<file path="src/common/uopPkg.sv">
// Micro-op sequencer definitions
package uopPkg;

	parameter int InstrWidth = 32;   // Instruction word size
	parameter int RegListWidth = 16; // LDM register list size

	localparam logic [3:0] RegRz = 4'd15; // Scratch, upper half of extended file
	localparam logic [3:0] RegLr = 4'd14;
	localparam logic [3:0] RegPc = 4'd15;

	localparam logic [3:0] OpMov = 4'b1101;
	localparam logic [3:0] OpAdd = 4'b0100;
	localparam logic [3:0] CondNever = 4'b1111; // NV, never executes

	localparam int WordBytes = 4; // LDR step between listed registers

	// Op class field, bits 27:25
	localparam logic [2:0] ClassDpReg = 3'b000; // Data processing, register operand
	localparam logic [2:0] ClassDpImm = 3'b001; // Data processing, immediate
	localparam logic [2:0] ClassSingle = 3'b010; // LDR/STR with immediate offset
	localparam logic [2:0] ClassBlock = 3'b100; // LDM/STM

	// Rz select: {RA1 mux, WA3 high, RA2 high, RA1 high}
	localparam logic [3:0] RzWrite = 4'b1100; // First half writes Rz
	localparam logic [3:0] RzReadRa2 = 4'b0010; // Rz as shifted operand
	localparam logic [3:0] RzReadRa1 = 4'b0001; // Rz as first operand

	typedef struct packed {
		logic [3:0] cond;
		logic [2:0] opClass;
		logic [3:0] opcode; // Bit 24 doubles as the BL link bit
		logic s;            // Also L for transfers
		logic [3:0] rn;     // Rd for multiplies
		logic [3:0] rd;     // Rn or accumulator for multiplies
		logic [InstrWidth-21:0] operand2;
	} dpView_t;

	typedef struct packed {
		logic [3:0] rd;
		logic [11:0] offset;
	} singleXfer_t;

	// Low half is a register list for LDM and Rd plus offset for LDR
	typedef union packed {
		logic [RegListWidth-1:0] regList;
		singleXfer_t single;
	} xferLow_t;

	typedef struct packed {
		logic [3:0] cond;
		logic [2:0] opClass;
		logic p; // Pre-index, before for blocks
		logic u; // Add offset, increment for blocks
		logic b;
		logic w;
		logic l; // Load
		logic [3:0] rn;
		xferLow_t low;
	} blkView_t;

	typedef union packed {
		dpView_t dp;
		blkView_t blk;
	} instrWord_t;

	typedef struct packed {
		logic instrMux;     // Micro-op replaces fetched word
		logic noFlagUpdate;
		logic uopStall;     // Hold fetch and decode
		logic keepV;        // Preserve overflow flag
		logic prevRsr;      // Previous micro-op was a first half
		logic ldmForward;   // Base is previous access address
		logic [3:0] regFileRz;
	} uopCtrl_t;

	typedef enum logic [2:0] {stReady, stRsr, stMla, stBl, stLdm} uopState_t;

	typedef enum logic [2:0] {clPass, clRsr, clMla, clBl, clLdm} instrClass_t;

endpackage

</file>
<file path="src/ldm/ldmPlanner.sv">
// Load multiple planner
`timescale 1ns/1ns
module ldmPlanner #(
	parameter int RegCount = 16
) (
	input logic clk,
	input logic reset,
	input logic stall,
	input logic inReady,
	input uopPkg::instrWord_t instr,
	output logic [3:0] nextReg,
	output logic [11:0] firstOffset,
	output logic addUp,
	output logic lastXfer
);
	import uopPkg::*;

	logic [RegCount-1:0] fullList; // List of the held LDM
	logic [RegCount-1:0] remList;  // Registers still to load
	logic [RegCount-1:0] curList;
	logic [RegCount-1:0] restList;
	logic [11:0] listCount;
	logic [11:0] stepBytes;

	assign fullList = instr.blk.low.regList[RegCount-1:0];

	// Whole list while idle, remainder once a transfer is under way
	assign curList = inReady ? fullList : remList;

	assign restList = curList & (curList - RegCount'(1)); // Lowest bit cleared

	assign lastXfer = (curList != '0) && (restList == '0);

	assign listCount = 12'($countones(fullList));
	assign stepBytes = 12'(WordBytes);

	// Lowest listed register goes first
	always_comb begin
		nextReg = 4'd0;
		for (int i = RegCount - 1; i >= 0; i--) begin
			if (curList[i]) begin
				nextReg = 4'(i);
			end
		end
	end

	// Start address relative to Rn, by P and U
	always_comb begin
		case ({instr.blk.p, instr.blk.u})
			2'b00: firstOffset = (listCount - 12'd1) * stepBytes; // DA, lowest at Rn-(n-1)*4
			2'b01: firstOffset = 12'd0;                          // IA
			2'b10: firstOffset = listCount * stepBytes;          // DB
			default: firstOffset = stepBytes;                    // IB
		endcase
	end

	assign addUp = instr.blk.u; // Subtract only for the decrement modes

	always_ff @(posedge clk) begin
		if (reset) begin
			remList <= '0;
		end else if (!stall) begin
			remList <= restList; // Drop the register just loaded
		end
	end

endmodule

</file>
<file path="src/source/condCheck.sv">
// Condition code check
`timescale 1ns/1ns
module condCheck (
	input logic [3:0] cond,
	input logic [3:0] flags, // NZCV
	output logic condPass
);
	logic n;
	logic z;
	logic c;
	logic v;

	assign n = flags[3];
	assign z = flags[2];
	assign c = flags[1];
	assign v = flags[0];

	always_comb begin
		case (cond)
			4'b0000: condPass = z;                // EQ
			4'b0001: condPass = ~z;               // NE
			4'b0010: condPass = c;                // CS
			4'b0011: condPass = ~c;               // CC
			4'b0100: condPass = n;                // MI
			4'b0101: condPass = ~n;               // PL
			4'b0110: condPass = v;                // VS
			4'b0111: condPass = ~v;               // VC
			4'b1000: condPass = c & ~z;           // HI
			4'b1001: condPass = ~c | z;           // LS
			4'b1010: condPass = (n == v);         // GE
			4'b1011: condPass = (n != v);         // LT
			4'b1100: condPass = ~z & (n == v);    // GT
			4'b1101: condPass = z | (n != v);     // LE
			4'b1110: condPass = 1'b1;             // AL
			default: condPass = 1'b0;             // NV
		endcase
	end

endmodule

</file>
<file path="src/source/instrClassify.sv">
// Instruction class decode
`timescale 1ns/1ns
module instrClassify (
	input uopPkg::instrWord_t instr,
	output uopPkg::instrClass_t instrClass
);
	import uopPkg::*;

	logic rsrShape;   // Operand shifted by a register
	logic mulShape;   // Multiply family signature
	logic linkBranch;
	logic blockLoad;

	// Bit 7 low and bit 4 high mark a register shift amount
	assign rsrShape = (instr.dp.opClass == ClassDpReg) &&
		!instr.dp.operand2[7] && instr.dp.operand2[4];

	// Bits 27:24 zero and 1001 in bits 7:4
	assign mulShape = (instr.dp.opClass == ClassDpReg) && !instr.dp.opcode[3] &&
		(instr.dp.operand2[7:4] == 4'b1001);

	assign linkBranch = ({instr.dp.opClass, instr.dp.opcode[3]} == 4'b1011);

	assign blockLoad = (instr.dp.opClass == ClassBlock) && instr.dp.s; // L bit

	always_comb begin
		if (rsrShape) begin
			instrClass = clRsr;
		end else if (mulShape && instr.dp.opcode[0] && !instr.dp.opcode[2]) begin
			instrClass = clMla; // Accumulate set, long clear
		end else if (linkBranch) begin
			instrClass = clBl;
		end else if (blockLoad) begin
			instrClass = clLdm;
		end else begin
			instrClass = clPass; // Includes long MLA
		end
	end

endmodule

</file>
<file path="src/source/uopFsm.sv">
// Micro-op sequencer FSM
`timescale 1ns/1ns
module uopFsm (
	input logic clk,
	input logic reset,
	input logic stall,
	input uopPkg::instrWord_t instr,
	input uopPkg::instrClass_t instrClass,
	input logic condPass,
	input logic [3:0] nextReg,
	input logic [11:0] firstOffset,
	input logic addUp,
	input logic lastXfer,
	output logic inReady,
	output uopPkg::instrWord_t uopInstr,
	output uopPkg::uopCtrl_t ctrl
);
	import uopPkg::*;

	uopState_t state;
	uopState_t nextState;

	// Single-word pre-indexed LDR with the base not written back
	function automatic instrWord_t buildLdr(
		input instrWord_t src,
		input logic [3:0] rd,
		input logic [11:0] offset,
		input logic up
	);
		instrWord_t word;
		word.blk.cond = src.blk.cond;
		word.blk.opClass = ClassSingle;
		word.blk.p = 1'b1;
		word.blk.u = up;
		word.blk.b = 1'b0; // Word access
		word.blk.w = 1'b0;
		word.blk.l = 1'b1;
		word.blk.rn = src.blk.rn;
		word.blk.low.single.rd = rd;
		word.blk.low.single.offset = offset;
		return word;
	endfunction

	assign inReady = (state == stReady); // Planner reloads the list

	always_ff @(posedge clk) begin
		if (reset) begin
			state <= stReady;
		end else if (!stall) begin
			state <= nextState;
		end
	end

	always_comb begin
		nextState = stReady;
		uopInstr = instr; // Pass-through unless overridden
		ctrl = '0;
		case (state)
			stReady: begin
				case (instrClass)
					clRsr: begin
						ctrl.instrMux = 1'b1;
						ctrl.noFlagUpdate = 1'b1;
						ctrl.uopStall = 1'b1;
						ctrl.regFileRz = RzWrite;
						uopInstr.dp.opcode = OpMov; // MOV Rz, Rm shift Rs
						uopInstr.dp.s = 1'b0;
						uopInstr.dp.rn = 4'd0;
						uopInstr.dp.rd = RegRz;
						nextState = stRsr;
					end
					clMla: begin
						ctrl.instrMux = 1'b1;
						ctrl.noFlagUpdate = 1'b1;
						ctrl.uopStall = 1'b1;
						ctrl.regFileRz = RzWrite;
						uopInstr.dp.opcode = {2'b00, instr.dp.opcode[1], 1'b0}; // Keep sign bit
						uopInstr.dp.s = 1'b0;
						uopInstr.dp.rn = RegRz; // Multiply Rd field
						uopInstr.dp.rd = 4'd0;  // SBZ
						nextState = stMla;
					end
					clBl: begin
						ctrl.instrMux = 1'b1;
						ctrl.uopStall = 1'b1;
						uopInstr.dp.opClass = ClassDpReg;
						uopInstr.dp.opcode = OpMov; // MOV LR, PC
						uopInstr.dp.s = 1'b0;
						uopInstr.dp.rn = 4'd0;
						uopInstr.dp.rd = RegLr;
						uopInstr.dp.operand2 = {8'd0, RegPc};
						nextState = stBl;
					end
					clLdm: begin
						ctrl.instrMux = 1'b1;
						ctrl.noFlagUpdate = 1'b1;
						ctrl.uopStall = !lastXfer;
						uopInstr = buildLdr(instr, nextReg, firstOffset, addUp);
						nextState = lastXfer ? stReady : stLdm;
					end
					default: nextState = stReady;
				endcase
			end
			stRsr: begin
				ctrl.instrMux = 1'b1;
				ctrl.prevRsr = 1'b1;
				ctrl.regFileRz = RzReadRa2;
				uopInstr.dp.operand2 = {8'd0, RegRz}; // Rz unshifted
			end
			stMla: begin
				ctrl.instrMux = 1'b1;
				ctrl.keepV = 1'b1;
				ctrl.prevRsr = 1'b1;
				ctrl.regFileRz = RzReadRa1;
				uopInstr.dp.opClass = ClassDpReg;
				uopInstr.dp.opcode = OpAdd; // ADD Rd, Rz, Ra
				uopInstr.dp.rn = RegRz;
				uopInstr.dp.rd = instr.dp.rn;
				uopInstr.dp.operand2 = {8'd0, instr.dp.rd};
			end
			stBl: begin
				ctrl.instrMux = 1'b1;
				uopInstr.dp.opcode[3] = 1'b0; // Plain branch
			end
			stLdm: begin
				if (!condPass) begin
					ctrl.noFlagUpdate = 1'b1; // Flush with a dead ADD
					uopInstr.dp.cond = CondNever;
					uopInstr.dp.opClass = ClassDpImm;
					uopInstr.dp.opcode = OpAdd;
					uopInstr.dp.s = 1'b0;
					uopInstr.dp.rn = 4'd0;
					uopInstr.dp.rd = 4'd0;
					uopInstr.dp.operand2 = '0;
				end else begin
					ctrl.instrMux = 1'b1;
					ctrl.noFlagUpdate = 1'b1;
					ctrl.uopStall = !lastXfer;
					ctrl.ldmForward = 1'b1; // Step from previous address
					uopInstr = buildLdr(instr, nextReg, 12'(WordBytes), 1'b1);
					nextState = lastXfer ? stReady : stLdm;
				end
			end
			default: nextState = stReady;
		endcase
	end

endmodule

</file>
<file path="src/source/uopSequencer.sv">
// Micro-op sequencer top
`timescale 1ns/1ns
module uopSequencer #(
	parameter int RegCount = 16 // LDM register list width
) (
	input logic clk,
	input logic reset,
	input uopPkg::instrWord_t instr,
	input logic [3:0] flags, // NZCV
	input logic stall,       // Pipeline back-pressure
	output uopPkg::instrWord_t uopInstr,
	output uopPkg::uopCtrl_t ctrl
);
	import uopPkg::*;

	instrClass_t instrClass;
	logic condPass;
	logic inReady;
	logic [3:0] nextReg;
	logic [11:0] firstOffset;
	logic addUp;
	logic lastXfer;

	condCheck i_condCheck (
		.cond(instr.dp.cond),
		.flags(flags),
		.condPass(condPass)
	);

	instrClassify i_instrClassify (
		.instr(instr),
		.instrClass(instrClass)
	);

	ldmPlanner #(
		.RegCount(RegCount)
	) i_ldmPlanner (
		.clk(clk),
		.reset(reset),
		.stall(stall),
		.inReady(inReady),
		.instr(instr),
		.nextReg(nextReg),
		.firstOffset(firstOffset),
		.addUp(addUp),
		.lastXfer(lastXfer)
	);

	uopFsm i_uopFsm (
		.clk(clk),
		.reset(reset),
		.stall(stall),
		.instr(instr),
		.instrClass(instrClass),
		.condPass(condPass),
		.nextReg(nextReg),
		.firstOffset(firstOffset),
		.addUp(addUp),
		.lastXfer(lastXfer),
		.inReady(inReady),
		.uopInstr(uopInstr),
		.ctrl(ctrl)
	);

endmodule

</file>
<file path="config.mk">
export PLATFORM = sky130hd
export DESIGN_NAME = uopSequencer
export DESIGN_NICKNAME = d
export VERILOG_FILES = /design/src/common/uopPkg.sv /design/src/ldm/ldmPlanner.sv /design/src/source/condCheck.sv /design/src/source/instrClassify.sv /design/src/source/uopFsm.sv /design/src/source/uopSequencer.sv
export SDC_FILE = /design/constraint.sdc
export NUM_CORES = 1
export LEC_CHECK = 0
export BUFFER_PORTS_ARGS = -buffer_cell sky130_fd_sc_hd__buf_2
export CAP_MARGIN = 20
export CORE_MARGIN = 3
export CORE_UTILIZATION = 45
export CTS_CLUSTER_SIZE = 25
export DETAILED_ROUTE_END_ITERATION = 10
export GPL_TIMING_DRIVEN = 0
export MAX_ROUTING_LAYER = met4
export PLACE_DENSITY = 0.66
export SKIP_LAST_GASP = 1
export SYNTH_ARGS = -nofsm -noshare
export SYNTH_HDL_FRONTEND = slang
export SYNTH_SLANG_ARGS = --single-unit
</file>
<file path="constraint.sdc">
create_clock -name clk -period 11.3 [get_ports clk]
set_input_delay 1.13 -clock clk [delete_from_list [all_inputs] [get_ports clk]]
set_output_delay 1.13 -clock clk [all_outputs]
set_load 0.05 [all_outputs]
</file>
==> flow_summary.ini <==
[grt]
grt_pass1_wl_um = 18100
grt_pass1_vias = 3399
grt_start_max_net_pins = 11
grt-ovfl-total = 0
antenna_found_initial = 0
grtUsageTotal_pct = 27.5

[placed_design]
placedCellCount = 637
io_buffers = 76
dp_hpwl_um = 8840
place_congestion = 0.964

[layout]
final_nets = 613
n_antenna_cell = 0
multi_input_area_mm2 = 0.00252
area_growth_pct = 17.2
regArea_um2 = 360
fill_cells = 721
drive_gt1_share_pct = 21.3
fin_cells = 641

[drt]
firstDrtPassIters = 5
viasPerCell = 5.98
drt-initial-drc-count = 263
vias = 3832
drc_errors = 0
routed_wl_um = 11600
wl_per_cell_um = 18.0
postRouteAntennaNets = 0

[power_and_ir_drop]
cellPowerDensity_mw_per_mm2 = 115
irDropWorstVdd_mv = 0.0810
power_leakage_uw = 0.00176

[logic_synthesis]
ys_types = 75
synth_cells = 465
yosysWarningCount = 0
synth_ff_type = dfxtp_1
synth_edf_count = 0
yosysTopAreaCell = dfxtp_1
synth_simple_gate_area_share_pct = 28.1
synth_top_family_by_area = compound AO/OA/AOI/OAI gates
synthAdderAreaFrac_pct = 14.4
synth.area.top_cells = dfxtp_1 11%, a21oi_1 7.3%, nor2_1 6.9%
synth_seq_cells = 18
muxShareOfSynthArea_pct = 1.94
async_flop_share_pct = 0
synth-seq-area-share_pct = 11.2
yosysTopAreaCellShare_pct = 11.2
syn_area_mm2 = 0.00322
synth-xor-area-share_pct = 1.63
synth_compound_area_share_pct = 32.2
syn_avg_cell_area_um2 = 6.93
syn_nets = 532

[run_status]
status = complete, no violations

[critical_path]
cp_cell_sequence = buf_2, ha_1, inv_1, fa_1, inv_1, fa_1, fa_1, fa_1, ha_1, fa_1, xnor2_1, and3b_1, ha_1, mux2i_1, a22o_1, buf_2
cp-end-kind = primary output
cp_common_cell = fa_1
critPathMaxStageDelay_ns = 0.53
slowest_stage = fa_1
worstPathArrival_ns = 5.70
cp_num_buf_inv = 4
setup.worst_path.class = primary input to primary output
cp-start-kind = primary input
worstPathRequired_ns = 10.17
cpLargestDelayFamily = adder cells
cp_max_fo = 9

[cts]
cts_root_buffer = clkbuf_8
clk_path_buf_depth = 2
worstSkewPairLatency_ns = 0.26
cts_resized = 0
htreeDepth = 1
cts-hold-fix-buffers = 0
cts-buffers-inserted = 3
cts_tree = built
clk_pin_slew_worst_paths_ns = 0.07
post_cts_buffers = 0
clock-sinks = 18

[sta]
relSlewSlack_pct = 39.3
timing.final.crit_share_pct = 60.5
rsz0062_at_grt = false
tightestPinTransition_ns = 0.906
setup_viol = 0
clock.fmax_mhz = 146
hold_viol_final = 0
slew_viol_final = 0
fin_setup_tns_ns = 0
fin_worst_skew_ns = 0.00783
period_needed_ns = 6.83

[floorplan]
die-area_mm2 = 0.00822
num_io_pins = 81
num_rows = 30
coreArea_mm2 = 0.00687
die_x_um = 90.6
die_height_um = 90.6
start_util_pct = 46.9

[min_path]
holdCritPathClass = flip-flop to flip-flop

[run]
maxCapViolCount = 0
## area by class of cell
class                   instances  share of cell area [%]
repair buffers                 76                    10.1
well taps                      96                    3.18
plain buffers                  36                    5.79
multi-input cells             378                    66.7
inverters                      33                    3.28
flip-flops and latches         18                    9.53
clock buffers                   4                    1.46
## kinds of logic after synthesis
logic type | after synthesis
XOR/XNOR | 6
multiplexers | 6
buffers and inverters | 69
flip-flops | 18
AND/OR/NAND/NOR | 180
AO/OA/AOI/OAI | 155
adder cells (fa/ha/maj) | 31
## stage by stage
stage	worst slack, ns	cell area (um^2)	utilization [%]	hold slack (ns)	power [uW]
after global placement	4.55	3720	54.2	0.513	368
after CTS	4.49	3780	55.0	0.535	431
after floorplan	4.91	3220	-	0.488	304
after detailed placement	4.50	3720	54.2	0.522	374
after global routing	4.26	3780	55.0	0.575	468
final	4.47	3780	55.0	0.541	435
## per-layer routing
metal	track usage, %	part of all wire [%]
met1	36.9	44
met2	43.3	45
met3	4.67	9.6
met4	5.99	1.5
met5	-	0
## power breakdown
group          leakage, uW  switching, uW  internal (uW)
combinational      0.00158            190            117
sequential        0.000148           5.04           66.9
clock            0.0000288           24.9           31.0
## Yosys cell counts (7+ instances only)
cell,count
nor2_1,59
a21oi_1,47
nand2_1,36
inv_1,33
o21ai_0,27
nor3_1,24
dfxtp_1,18
clkbuf_1,17
ha_1,17
fa_1,11
a21o_1,10
a31oi_1,8
nand3_1,8
a22o_1,7
buf_2,7
nand2b_1,7
o211ai_1,7
## worst register-to-register path: stages (launching register included)
cell and delay [ns]:
dfxtp_1 0.30, buf_2 0.17, nor3_2 0.71, nand4_1 0.26, o31ai_2 0.22, o211ai_1 0.16
mux2_1 0.33, nor3_2 0.26, o22ai_1 0.11
## path summary, 6_finish.rpt
kind,startpoint,slack (ns),end,depth (start not counted)
min,i_ldmPlanner.remList[15],0.54,i_ldmPlanner.remList[15],2
max,instr[15],4.47,uopInstr[6],16
min reg2reg,i_ldmPlanner.remList[15],0.54,i_ldmPlanner.remList[15],2
max reg2reg,i_uopFsm.state[0],8.66,i_uopFsm.state[2],8
## registers in the layout, summed over array words and instances, names as in the netlist
signal	cells
i_uopFsm.state	3
i_ldmPlanner.remList	15
## placed cells by master (no fill, tap or decap), drive strengths merged, types with 8 or more instances in the layout
cell / n
buf: 88
nor2: 59
a21oi: 47
nand2: 36
inv: 33
o21ai: 30
nor3: 26
clkbuf: 26
dfxtp: 18
ha: 17
fa: 11
a21o: 10
nand3: 8
a31oi: 8
Power figures use the tool's default switching activity.
